`config.mk`:
```
export PLATFORM = sky130hd
export DESIGN_NAME = cordic_top
export DESIGN_NICKNAME = d
export VERILOG_FILES = /design/src/source/cordic_data_pkg.sv /design/src/source/cordic_ctrl_pkg.sv /design/src/source/cordic_atan_rom.sv /design/src/source/cordic_fsm.sv /design/src/source/cordic_datapath.sv /design/src/source/cordic_output_stage.sv /design/src/source/cordic_top.sv
export VERILOG_INCLUDE_DIRS = /design/src /design/src/include
export SDC_FILE = /design/constraint.sdc
export NUM_CORES = 1
export LEC_CHECK = 0
export ABC_AREA = 1
export ABC_CLOCK_PERIOD_IN_PS = 12400
export BUFFER_PORTS_ARGS = -buffer_cell sky130_fd_sc_hd__buf_4
export CAP_MARGIN = 0
export CORE_ASPECT_RATIO = 1.25
export CORE_MARGIN = 2
export CORE_UTILIZATION = 50
export CTS_BUF_LIST = sky130_fd_sc_hd__clkbuf_16
export DETAILED_ROUTE_END_ITERATION = 16
export PLACE_DENSITY = 0.67
export SLEW_MARGIN = 10
export SYNTH_ARGS = -nofsm -noshare
export SYNTH_HDL_FRONTEND = slang
export SYNTH_HIERARCHICAL = 1
export SYNTH_SLANG_ARGS = --single-unit
```
`constraint.sdc`:
```
create_clock -name clk -period 12.4 [get_ports clk]
set_input_delay 2.48 -clock clk [delete_from_list [all_inputs] [get_ports clk]]
set_output_delay 2.48 -clock clk [all_outputs]
set_load 0.02 [all_outputs]
```
`src/include/cordic_consts.svh`:
```
/*
 * Fixed-point constants of the CORDIC unit.
 * Words are signed Q2.30 with 30 fraction bits, so values lie in [-2, 2).
 * Only the 32-bit word with 16 iterations is supported.
 * The arctangent values are atan(2^-i) scaled by 2^30 and rounded to nearest.
 */
`ifndef CORDIC_CONSTS_SVH
`define CORDIC_CONSTS_SVH

// ----------------------------------------
// Word format and iteration count
// ----------------------------------------
`define CORDIC_W            32              // Data word width.
`define CORDIC_FRAC         30              // Fraction bits of a word.
`define CORDIC_ITER_BITS    4               // Width of the iteration index.
`define CORDIC_ITERS        16              // Iterations per request.

// Initial X, the inverse CORDIC gain 0.607252935.
`define CORDIC_X0           32'h26DD3B6A

// ----------------------------------------
// Arctangent table, atan(2^-i)
// ----------------------------------------
`define CORDIC_ATAN_0       32'h3243F6A9    // pi/4.
`define CORDIC_ATAN_1       32'h1DAC6705
`define CORDIC_ATAN_2       32'h0FADBAFD
`define CORDIC_ATAN_3       32'h07F56EA7
`define CORDIC_ATAN_4       32'h03FEAB77
`define CORDIC_ATAN_5       32'h01FFD55C
`define CORDIC_ATAN_6       32'h00FFFAAB
`define CORDIC_ATAN_7       32'h007FFF55
`define CORDIC_ATAN_8       32'h003FFFEB
`define CORDIC_ATAN_9       32'h001FFFFD
`define CORDIC_ATAN_10      32'h00100000    // From here atan(x) rounds to x.
`define CORDIC_ATAN_11      32'h00080000
`define CORDIC_ATAN_12      32'h00040000
`define CORDIC_ATAN_13      32'h00020000
`define CORDIC_ATAN_14      32'h00010000
`define CORDIC_ATAN_15      32'h00008000

`endif

```
`src/source/cordic_data_pkg.sv`:
```
/*
 * Types of the CORDIC data path.
 * Words are two's-complement Q2.30 and the width comes from the constants header.
 * Region bit 0 negates a cosine result and bit 1 negates a sine result.
 */
`include "cordic_consts.svh"

package cordic_data_pkg;

    typedef logic signed [`CORDIC_W-1:0] word_t;     // Signed fixed-point word.

    typedef enum logic
    {
        op_cos = 1'b0,                                // Result taken from X.
        op_sin = 1'b1                                 // Result taken from Y.
    } op_e;

    typedef enum logic [1:0]
    {
        region_direct   = 2'b00,                      // No correction.
        region_neg_cos  = 2'b01,                      // Negate a cosine.
        region_neg_sin  = 2'b10,                      // Negate a sine.
        region_neg_both = 2'b11                       // Negate either result.
    } region_e;

endpackage

```
`src/source/cordic_ctrl_pkg.sv`:
```
/*
 * Types of the CORDIC sequencer.
 * The variable code 2'b11 is never produced and is treated as Z where decoded.
 */
`include "cordic_consts.svh"

package cordic_ctrl_pkg;

    typedef enum logic [2:0]
    {
        st_idle   = 3'd0,                             // Waiting for a start.
        st_load   = 3'd1,                             // Capture the request.
        st_latch  = 3'd2,                             // Load working registers.
        st_update = 3'd3,                             // One variable per cycle.
        st_output = 3'd4,                             // Register the result.
        st_ready  = 3'd5                              // Hold until acknowledge.
    } state_e;

    typedef enum logic [1:0]
    {
        var_x = 2'd0,
        var_y = 2'd1,
        var_z = 2'd2
    } var_e;

    typedef logic [`CORDIC_ITER_BITS-1:0] iter_t;    // Iteration index and shift.

endpackage

```
`src/source/cordic_atan_rom.sv`:
```
/*
 * Arctangent lookup, atan(2^-iter) in Q2.30.
 * Purely combinational, the address is the iteration index.
 */
`include "cordic_consts.svh"

module cordic_atan_rom
(
    input  cordic_ctrl_pkg::iter_t iter,             // Table address.
    output cordic_data_pkg::word_t atan              // Angle step for this iteration.
);

    always_comb
    begin
        case (iter)
            4'd0:    atan = `CORDIC_ATAN_0;
            4'd1:    atan = `CORDIC_ATAN_1;
            4'd2:    atan = `CORDIC_ATAN_2;
            4'd3:    atan = `CORDIC_ATAN_3;
            4'd4:    atan = `CORDIC_ATAN_4;
            4'd5:    atan = `CORDIC_ATAN_5;
            4'd6:    atan = `CORDIC_ATAN_6;
            4'd7:    atan = `CORDIC_ATAN_7;
            4'd8:    atan = `CORDIC_ATAN_8;
            4'd9:    atan = `CORDIC_ATAN_9;
            4'd10:   atan = `CORDIC_ATAN_10;
            4'd11:   atan = `CORDIC_ATAN_11;
            4'd12:   atan = `CORDIC_ATAN_12;
            4'd13:   atan = `CORDIC_ATAN_13;
            4'd14:   atan = `CORDIC_ATAN_14;
            default: atan = `CORDIC_ATAN_15;         // Index 15.
        endcase
    end

endmodule

```
`src/source/cordic_fsm.sv`:
```
/*
 * Sequencer of the iterative CORDIC unit.
 * A start is sampled only in idle, starts while busy are ignored.
 * Each iteration is one latch cycle followed by X, Y and Z update cycles.
 * ready_cordic is a level and holds until ack_cordic is seen high.
 */
`include "cordic_consts.svh"

module cordic_fsm
(
    input  logic                   clk,              // System clock.
    input  logic                   arst_n,           // Asynchronous reset, active low.
    input  logic                   beg_fsm_cordic,   // Start strobe.
    input  logic                   ack_cordic,       // Result taken.
    output logic                   ready_cordic,     // Result valid, held.
    output logic                   load_inputs,      // Capture request inputs.
    output logic                   latch_work,       // Load working registers.
    output logic                   first_iter,       // Pick the initial values.
    output logic                   upd_en,           // Write a result register.
    output cordic_ctrl_pkg::var_e  upd_var,          // Variable under update.
    output cordic_ctrl_pkg::iter_t iter,             // Shift amount and table address.
    output logic                   out_en            // Register the final output.
);

    cordic_ctrl_pkg::state_e state_q;                // Current state.
    cordic_ctrl_pkg::state_e state_d;                // Next state.
    cordic_ctrl_pkg::iter_t  iter_q;                 // Iteration counter.
    cordic_ctrl_pkg::var_e   var_q;                  // Variable counter.
    logic                    last_var;               // Z is being updated.
    logic                    last_iter;              // Final iteration.

    assign last_var  = (var_q == cordic_ctrl_pkg::var_z);
    assign last_iter = (iter_q == cordic_ctrl_pkg::iter_t'(`CORDIC_ITERS - 1));

    // ----------------------------------------
    // State register and next state
    // ----------------------------------------
    always_ff @(posedge clk or negedge arst_n)
    begin
        if (!arst_n)
            state_q <= cordic_ctrl_pkg::st_idle;
        else
            state_q <= state_d;
    end

    always_comb
    begin
        state_d = state_q;                           // Hold by default.
        case (state_q)
            cordic_ctrl_pkg::st_idle:
                if (beg_fsm_cordic)
                    state_d = cordic_ctrl_pkg::st_load;
            cordic_ctrl_pkg::st_load:
                state_d = cordic_ctrl_pkg::st_latch;
            cordic_ctrl_pkg::st_latch:
                state_d = cordic_ctrl_pkg::st_update;
            cordic_ctrl_pkg::st_update:
                if (last_var)
                    state_d = last_iter ? cordic_ctrl_pkg::st_output
                                        : cordic_ctrl_pkg::st_latch;
            cordic_ctrl_pkg::st_output:
                state_d = cordic_ctrl_pkg::st_ready;
            cordic_ctrl_pkg::st_ready:
                if (ack_cordic)
                    state_d = cordic_ctrl_pkg::st_idle;
            default:
                state_d = cordic_ctrl_pkg::st_idle;  // Unused codes recover to idle.
        endcase
    end

    // ----------------------------------------
    // Iteration and variable counters
    // ----------------------------------------
    always_ff @(posedge clk or negedge arst_n)
    begin
        if (!arst_n)
        begin
            iter_q <= '0;
            var_q  <= cordic_ctrl_pkg::var_x;
        end
        else if (state_q == cordic_ctrl_pkg::st_load)
        begin
            iter_q <= '0;                            // Fresh count per request.
            var_q  <= cordic_ctrl_pkg::var_x;
        end
        else if (state_q == cordic_ctrl_pkg::st_update)
        begin
            if (last_var)
            begin
                var_q  <= cordic_ctrl_pkg::var_x;    // Wrap to X.
                iter_q <= iter_q + 1'b1;             // Next iteration.
            end
            else
                var_q <= cordic_ctrl_pkg::var_e'(var_q + 2'd1);
        end
    end

    // Moore decodes of the state.
    assign ready_cordic = (state_q == cordic_ctrl_pkg::st_ready);
    assign load_inputs  = (state_q == cordic_ctrl_pkg::st_load);
    assign latch_work   = (state_q == cordic_ctrl_pkg::st_latch);
    assign first_iter   = latch_work && (iter_q == '0);  // Only iteration 0 starts from X0/Y0.
    assign upd_en       = (state_q == cordic_ctrl_pkg::st_update);
    assign upd_var      = var_q;
    assign iter         = iter_q;
    assign out_en       = (state_q == cordic_ctrl_pkg::st_output);

endmodule

```
`src/source/cordic_datapath.sv`:
```
/*
 * CORDIC rotation data path with one shared adder/subtractor.
 * X, Y and Z are updated one per cycle from working copies latched at the
 * start of each iteration, so Y sees the old X as the algorithm requires.
 * Shifts are arithmetic, low bits are truncated.
 */
`include "cordic_consts.svh"

module cordic_datapath
(
    input  logic                     clk,            // System clock.
    input  logic                     arst_n,         // Asynchronous reset, active low.
    input  cordic_data_pkg::op_e     operation,      // Sine or cosine.
    input  cordic_data_pkg::region_e shift_region_flag,
    input  cordic_data_pkg::word_t   data_in,        // Angle in Q2.30.
    input  logic                     load_inputs,
    input  logic                     latch_work,
    input  logic                     first_iter,
    input  logic                     upd_en,
    input  cordic_ctrl_pkg::var_e    upd_var,
    input  cordic_ctrl_pkg::iter_t   iter,
    output cordic_data_pkg::word_t   x_res,          // Latest X result.
    output cordic_data_pkg::word_t   y_res,          // Latest Y result.
    output cordic_data_pkg::op_e     op_q,           // Captured operation.
    output cordic_data_pkg::region_e region_q        // Captured region flag.
);

    cordic_data_pkg::word_t z_in;                    // Captured angle.
    cordic_data_pkg::word_t z_res;                   // Latest Z result.
    cordic_data_pkg::word_t x_init;
    cordic_data_pkg::word_t y_init;
    cordic_data_pkg::word_t z_init;
    cordic_data_pkg::word_t x_w;                     // Working copies.
    cordic_data_pkg::word_t y_w;
    cordic_data_pkg::word_t z_w;
    cordic_data_pkg::word_t x_sh;
    cordic_data_pkg::word_t y_sh;
    cordic_data_pkg::word_t atan;
    cordic_data_pkg::word_t opa;                     // Adder operand A.
    cordic_data_pkg::word_t opb;                     // Adder operand B.
    cordic_data_pkg::word_t sum;
    logic                   sign_q;                  // Z was negative, d = -1.
    logic                   sub_op;

    // ----------------------------------------
    // Input capture
    // ----------------------------------------
    always_ff @(posedge clk or negedge arst_n)
    begin
        if (!arst_n)
        begin
            op_q     <= cordic_data_pkg::op_cos;
            region_q <= cordic_data_pkg::region_direct;
        end
        else if (load_inputs)
        begin
            op_q     <= operation;
            region_q <= shift_region_flag;
        end
    end

    always_ff @(posedge clk)
    begin
        if (load_inputs)
            z_in <= data_in;
    end

    // ----------------------------------------
    // Working registers and direction
    // ----------------------------------------
    assign x_init = first_iter ? cordic_data_pkg::word_t'(`CORDIC_X0) : x_res;
    assign y_init = first_iter ? '0 : y_res;        // Y starts at zero.
    assign z_init = first_iter ? z_in : z_res;

    always_ff @(posedge clk)
    begin
        if (latch_work)
        begin
            x_w <= x_init;
            y_w <= y_init;
            z_w <= z_init;
        end
    end

    always_ff @(posedge clk or negedge arst_n)
    begin
        if (!arst_n)
            sign_q <= 1'b0;
        else if (latch_work)
            sign_q <= z_init[`CORDIC_W-1];           // Sign of the Z being latched.
    end

    assign x_sh = x_w >>> iter;
    assign y_sh = y_w >>> iter;

    cordic_atan_rom u_atan_rom
    (
        .iter (iter),
        .atan (atan)
    );

    // ----------------------------------------
    // Shared add/subtract
    // ----------------------------------------
    always_comb
    begin
        case (upd_var)
            cordic_ctrl_pkg::var_x:
            begin
                opa = x_w;
                opb = y_sh;
            end
            cordic_ctrl_pkg::var_y:
            begin
                opa = y_w;
                opb = x_sh;
            end
            default:
            begin
                opa = z_w;                           // Z step from the table.
                opb = atan;
            end
        endcase
    end

    // Y adds for d = +1, X and Z subtract.
    assign sub_op = (upd_var == cordic_ctrl_pkg::var_y) ? sign_q : !sign_q;
    assign sum    = sub_op ? (opa - opb) : (opa + opb);

    always_ff @(posedge clk)
    begin
        if (upd_en)
        begin
            case (upd_var)
                cordic_ctrl_pkg::var_x: x_res <= sum;
                cordic_ctrl_pkg::var_y: y_res <= sum;
                default:                z_res <= sum;
            endcase
        end
    end

endmodule

```
`src/source/cordic_output_stage.sv`:
```
/*
 * Output selection and region sign correction.
 * Sine takes Y and cosine takes X. The region bit of the chosen operation
 * negates the value before it is registered.
 */
module cordic_output_stage
(
    input  logic                     clk,            // System clock.
    input  logic                     arst_n,         // Asynchronous reset, active low.
    input  logic                     out_en,         // Register the result.
    input  cordic_data_pkg::word_t   x_res,          // Cosine candidate.
    input  cordic_data_pkg::word_t   y_res,          // Sine candidate.
    input  cordic_data_pkg::op_e     op_q,
    input  cordic_data_pkg::region_e region_q,
    output cordic_data_pkg::word_t   data_output     // Final result, held.
);

    cordic_data_pkg::word_t sel_val;
    cordic_data_pkg::word_t fixed_val;
    logic                   negate;

    assign sel_val   = (op_q == cordic_data_pkg::op_sin) ? y_res : x_res;
    assign negate    = (op_q == cordic_data_pkg::op_sin) ? region_q[1] : region_q[0];
    assign fixed_val = negate ? -sel_val : sel_val;  // Two's-complement negate.

    always_ff @(posedge clk or negedge arst_n)
    begin
        if (!arst_n)
            data_output <= '0;
        else if (out_en)
            data_output <= fixed_val;
    end

endmodule

```
`src/source/cordic_top.sv`:
```
/*
 * Iterative CORDIC sine/cosine unit in rotation mode.
 * The angle must lie within -pi/2 to +pi/2 in Q2.30.
 * One request at a time, the result is valid 67 edges after the start is sampled.
 */
module cordic_top
(
    input  logic                     clk,                // System clock.
    input  logic                     arst_n,             // Asynchronous reset, active low.
    input  logic                     beg_fsm_cordic,     // Start strobe.
    input  logic                     ack_cordic,         // Result taken.
    input  cordic_data_pkg::op_e     operation,          // Sine or cosine.
    input  cordic_data_pkg::region_e shift_region_flag,  // Sign correction.
    input  cordic_data_pkg::word_t   data_in,            // Angle.
    output logic                     ready_cordic,       // Result valid.
    output cordic_data_pkg::word_t   data_output         // Result.
);

    logic                     load_inputs;
    logic                     latch_work;
    logic                     first_iter;
    logic                     upd_en;
    logic                     out_en;
    cordic_ctrl_pkg::var_e    upd_var;
    cordic_ctrl_pkg::iter_t   iter;
    cordic_data_pkg::word_t   x_res;
    cordic_data_pkg::word_t   y_res;
    cordic_data_pkg::op_e     op_q;
    cordic_data_pkg::region_e region_q;

    cordic_fsm u_fsm
    (
        .clk            (clk),
        .arst_n         (arst_n),
        .beg_fsm_cordic (beg_fsm_cordic),
        .ack_cordic     (ack_cordic),
        .ready_cordic   (ready_cordic),
        .load_inputs    (load_inputs),
        .latch_work     (latch_work),
        .first_iter     (first_iter),
        .upd_en         (upd_en),
        .upd_var        (upd_var),
        .iter           (iter),
        .out_en         (out_en)
    );

    cordic_datapath u_datapath
    (
        .clk               (clk),
        .arst_n            (arst_n),
        .operation         (operation),
        .shift_region_flag (shift_region_flag),
        .data_in           (data_in),
        .load_inputs       (load_inputs),
        .latch_work        (latch_work),
        .first_iter        (first_iter),
        .upd_en            (upd_en),
        .upd_var           (upd_var),
        .iter              (iter),
        .x_res             (x_res),
        .y_res             (y_res),
        .op_q              (op_q),
        .region_q          (region_q)
    );

    cordic_output_stage u_output_stage
    (
        .clk         (clk),
        .arst_n      (arst_n),
        .out_en      (out_en),
        .x_res       (x_res),
        .y_res       (y_res),
        .op_q        (op_q),
        .region_q    (region_q),
        .data_output (data_output)
    );

endmodule

```
Yosys cells after proc, flatten, opt, wreduce, memory -nomap -nowiden --
Memories as Yosys holds them, arrays and structs flattened. Index checks and enable logic that the tools add are counted.
Word-level totals: memory bits (read-only) 480, bits in latches 0, output and inout port bits 33, register bits after elaboration 269, memories kept 1, bits in writable memories 0
Operators by class: magnitude comparators 0, eq/ne operators 11, muxes and demuxes 19, shifts and indexed selects 2, $mul 0, add/sub/neg operators 5, reductions and logical operators 13, bitwise gates (word level) 1, div/mod/pow operators 0
Memories:
- (no name shown) | words 16, bits a word 30, read ports 1, clocked after Yosys merged registers in 0, wr ports 0, line cordic_atan_rom.sv:15 | case (iter)
Operator list (count):
- $mux 32 | 4
- $pmux 32 s2 | 2
- $sshr 32x4->32 | 2
- $add 32x32->32 | 1
- $neg 32->32 | 1
- $sub 32x32->32 | 1
- $pmux 3 s6 | 1
- $mux 3 | 4
- $mux 4 | 3
- $reduce_and 2->1 | 4
- $eq 3x2->1 const B | 2
- $eq 3x3->1 const B | 2
- $mux 2 | 3
- $ne 2x2->1 const B | 3
- $add 4x1->4 const B | 1
- $eq 4x4->1 const B | 1
- $logic_not 4->1 | 1
- $reduce_bool 2->1 | 2
- $eq 3x1->1 const B | 1
- $logic_not 3->1 | 1
- $reduce_and 3->1 | 1
- $add 2x1->2 const B | 1
- $eq 2x1->1 const B | 1
- $eq 2x2->1 const B | 1
- 6 further kinds | 7

Longest topological paths before layout --
depth after elaboration 4, gate-level depth with buffers 35, gate-level depth less buffers 33

Hierarchy --
The synthesis kept the hierarchy.
Modules (own cells, without submodules):
- cordic_datapath | instances 1, seq. area each 6826.5 um2, area an instance 13809.5 um2, cells an instance 1605
- cordic_output_stage | instances 1, seq. area each 800.8 um2, area an instance 2777.7 um2, cells an instance 483
- cordic_atan_rom | instances 1, seq. area each 0.0 um2, area an instance 596.8 um2, cells an instance 108
- cordic_fsm | instances 1, seq. area each 225.2 um2, area an instance 576.8 um2, cells an instance 79

Worst setup path after synthesis --
No wires, ideal clock.
kind reg-to-reg, start point register u_fsm.iter_q[0] (netlist: u_fsm/iter[0]), end point register u_datapath.x_res[24], data pin, period minus slack after synthesis 4177 ps, arrival time 3912 ps, stages on the path, launching flop included 25, path slack 8223 ps, library setup time 265 ps, path buffers 0, cell sequence dfrtp_1 -> inv_1 -> ha_1 -> inv_1 -> nor2_1 -> nand2_1 -> nand2_1 -> or2_2 -> nand2_1 -> inv_1 -> nor2_4 -> nor2_1 -> xor2_1 -> ha_1 -> a21oi_1 -> nand2_1 -> a21oi_1 -> o21ai_0 -> a21boi_0 -> o21ai_0 -> a21boi_0 -> nor2_1 -> nand2_1 -> nand2_1 -> xor2_1
Between the ends: cells in the longest elaborated chain, start to end 4
Ends and longest elaborated chain:
- start: declaration | line cordic_fsm.sv:27 | cordic_ctrl_pkg::iter_t iter_q;
- start signal: assignment | line cordic_fsm.sv:91 | iter_q <= iter_q + 1'b1;
- $mem_v2 16x30 (*)
- net u_datapath.atan[1] | line cordic_datapath.sv:38 | cordic_data_pkg::word_t atan;
- $pmux 32 s2 (*) | line cordic_datapath.sv:107 | case (upd_var)
- $add 32x32->32 / $sub 32x32->32 (equally long branches) | line cordic_datapath.sv:128 | assign sum = sub_op ? (opa - opb) : (opa + opb);
- $mux 32 (*) | line cordic_datapath.sv:128
- net u_datapath.sum[24] | line cordic_datapath.sv:41 | cordic_data_pkg::word_t sum;
- end signal: assignment | line cordic_datapath.sv:135 | cordic_ctrl_pkg::var_x: x_res <= sum;
- end: declaration | line cordic_datapath.sv:22 | output cordic_data_pkg::word_t x_res,
The timed path passes the listed nets; every way through them passes the cells marked *. A chain may end at the register's enable or synchronous reset.

Worst setup path in the final report --
start point register u_fsm.var_q[1] (netlist: u_fsm/upd_var[1]), end point register u_datapath.y_res[25], data pin
Between the ends: cells in the longest elaborated chain, start to end 4
Ends and longest elaborated chain:
- start: declaration | line cordic_fsm.sv:28 | cordic_ctrl_pkg::var_e var_q;
- start signal: assignment | line cordic_fsm.sv:79 | var_q <= cordic_ctrl_pkg::var_x;
- start signal: assignment | line cordic_fsm.sv:84 | var_q <= cordic_ctrl_pkg::var_x;
- start signal: assignment | line cordic_fsm.sv:90 | var_q <= cordic_ctrl_pkg::var_x;
- $eq 2x1->1 / $logic_not 2->1 (equally long branches) | line cordic_datapath.sv:107, cordic_datapath.sv:127
- $pmux 32 s2 | line cordic_datapath.sv:107
- $add 32x32->32 / $sub 32x32->32 (equally long branches) | line cordic_datapath.sv:128
- $mux 32 (*) | line cordic_datapath.sv:128
- net u_datapath.sum[25] | line cordic_datapath.sv:41
- end signal: assignment | line cordic_datapath.sv:136 | cordic_ctrl_pkg::var_y: y_res <= sum;
- end: declaration | line cordic_datapath.sv:23 | output cordic_data_pkg::word_t y_res,
Marked as above.

==> reports/qor.csv <==
metric,value,unit
outcome,completed,
vdd_drop_max,0.000139,V
cp-start-kind,register,
drv_cap,0,
relSlewSlack,29.1,%
nets,2391,
ctsResizeCount,0,
die_area,37100,sq um
ant_nets,0,
routed_wl,53400,microns
antenna_found_initial,0,
core_area,35200,sq um
setup_viol,0,
globalRouteOverflowTotal,0,
critical_path_required,12670,ps
final_core_util,55.1,%
vias,15600,
critical-path-slowest-cell,buf_4,
first_pass_iters,5,
syn_area,17800,sq um
cts.sinks,269,
r2r_cells,28,
syn_avg_cell_area,7.81,sq um
synth_seq_cells,269,
leakagePower,8.99,nW
initial_core_util,50.5,%
crit_end,u_datapath/y_res[25]$_DFFE_PP_,
ys.flop_type,edfxtp_1,
clock_skew,13.3,ps
fin_setup_tns,0,ps
drive_gt1_share,13.9,%
gp_congestion,1.03,
path_class,register to register,
grt_max_degree,86,
tightestPinTransition,1060,ps
drtIter0Drc,1457,
finalHoldViolations,0,
rsz0062_at_grt,false,
drc,0,
io_buffer_count,71,
period_share,50.8,%
cts_root_buf,clkbuf_16,
layout_commonest_cell,nand2_1,
slowest_delay,630,ps
synth_edf_count,224,
cp.arrival,6570,ps
fp.dieH,215,microns
period_needed,6300,ps
power.density,146,nW/um^2
insertion_delay,530,ps
grt_pass1_vias,14900,
max_freq,159,MHz
routedWlPerCell,19.1,microns
cp_common_cell,nand2_1,
via_per_inst,5.56,
grtUsageTotal,28.5,%
critPathMaxFanout,69,
r2r-start,u_fsm/upd_var[1]$_DFFE_PN0P_,
slew_violations,0,
synth_cells,2275,
yosysWarnings,6,
die_w,173,microns
cts_tree,yes,
async_flop_share,16.7,%
critPathLaunch,u_fsm/upd_var[1]$_DFFE_PN0P_,
rrSetupSlack,6100,ps
cts_made_buffers,26,
post_cts_buffers,0,
diodes,0,
synth_cell_types,56,
layout_common_cells,"710 x nand2_1, 312 x nand3_1, 253 x nor2_1, 224 x edfxtp_1, 172 x inv_1",
cts_hold_buf,0,
syn2layout_area_growth,9.14,%
synth_seq_area_share,44.2,%
clock_path_buffers,3,
placementRows,77,
timing.rr.end,u_datapath/y_res[25]$_DFFE_PP_,
cts_max_level,1,
endpoint_kind,register,
ios,72,
dp_hpwl,39900,microns
worst_hold_path_type,register to register,
clk_pin_slew,70,ps
grt_first_pass_wirelength,82500,microns
==> area by class of cell <==
class / count / area [sq um]
clock buffers: 27 / 676
clock inverters: 20 / 180
multi-input cells: 1718 / 8650
fillers: 3307 / 15800
repair buffers: 91 / 683
inverters: 196 / 749
flip-flops and latches: 269 / 7850
well taps: 474 / 593
==> critical path, delay by kind of cell, from the launching register on <==
family,cells,cell delay [ps]
simple gates,14,1500
compound gates,7,1860
flops,1,320
fa+ha+maj,2,580
buf+inv,4,1390
xor+xnor,1,270
==> where the power goes <==
part	total [mW]	internal, mW	switching [mW]
Combinational	0.871	0.266	0.605
Clock	0.799	0.458	0.341
Sequential	1.16	1.13	0.0313
Total	2.83	1.86	0.977
==> synth_stat cells (6+ instances only) <==
cell / count / area share (%)
buf_4: 10 / 0.42
or2_2: 24 / 0.85
inv_2: 21 / 0.44
nor2_1: 256 / 5.4
xor2_1: 39 / 1.9
nand2_4: 8 / 0.51
a21oi_1: 41 / 1.2
buf_6: 9 / 0.57
o21ai_1: 19 / 0.54
buf_2: 29 / 0.82
xnor2_1: 12 / 0.59
o21ai_0: 38 / 1.1
buf_1: 7 / 0.15
ha_1: 49 / 3.5
nor2_4: 13 / 0.82
clkbuf_1: 35 / 0.74
dfrtp_1: 45 / 6.3
nand2_1: 710 / 15
nand2_2: 42 / 1.5
o22ai_1: 29 / 1.0
nand3_2: 42 / 2.4
nor2_2: 20 / 0.70
nand3_1: 312 / 8.8
o21a_1: 6 / 0.25
edfxtp_1: 224 / 38
nand4_1: 10 / 0.35
inv_1: 170 / 3.6
==> worst min path at each step <==
stage | end | start | cells after the start
after floorplan | u_datapath/region_q[0]$_DFFE_PN0P_ | u_datapath/region_q[0]$_DFFE_PN0P_ | 1
after global placement | u_output_stage/data_output[17]$_DFFE_PN0P_ | u_output_stage/data_output[17]$_DFFE_PN0P_ | 2
after detailed placement | u_output_stage/data_output[30]$_DFFE_PN0P_ | u_output_stage/data_output[30]$_DFFE_PN0P_ | 2
after CTS | u_output_stage/data_output[15]$_DFFE_PN0P_ | u_output_stage/data_output[15]$_DFFE_PN0P_ | 2
after global routing | u_output_stage/data_output[15]$_DFFE_PN0P_ | u_output_stage/data_output[15]$_DFFE_PN0P_ | 2
final | u_output_stage/data_output[30]$_DFFE_PN0P_ | u_output_stage/data_output[30]$_DFFE_PN0P_ | 2
==> kinds of logic after synthesis <==
group           count (synthesis)  synth area share [%]
buf+inv                       289                  7.19
simple gates                 1453                  36.9
compound gates                159                  5.37
mux                             3                 0.190
fa+ha+maj                      50                  3.56
other cells                     1                0.0211
flops                         269                  44.2
xor+xnor                       51                  2.51
==> sequential cells by signal, summed over array words and instances, names as in the netlist <==
register / flops
u_datapath/z_res: 32
u_datapath/sign_q: 1
u_datapath/y_w: 32
u_datapath/z_in: 32
u_fsm/state_q: 3
u_datapath/region_q: 2
u_fsm/upd_var: 2
u_datapath/op_q: 1
u_fsm/iter: 4
u_datapath/x_w: 32
u_output_stage/data_output: 32
u_datapath/x_res: 32
u_datapath/y_res: 32
u_datapath/z_w: 32
==> routing by layer <==
layer	global-route usage [%]	routed length [microns]
met1	37.0	22300
met2	48.7	25600
met3	2.34	3130
met4	12.8	2440
met5	0	0
==> stage by stage <==
stage          instance area, sq um  instances  hold slack [ps]  setup slack, ps  total power [mW]
4_1_cts                       19400       2795              491             6300              2.82
3_3_place_gp                  18500       2748              468             6570              2.00
5_1_grt                       19400       2795              496             5550              2.97
3_5_place_dp                  18500       2748              467             6280              2.02
2_1_floorplan                 17800       2276              481             8220              1.75
6_report                      19400       2795              487             6100              2.83
No activity file was read; power rests on OpenSTA's default activity.
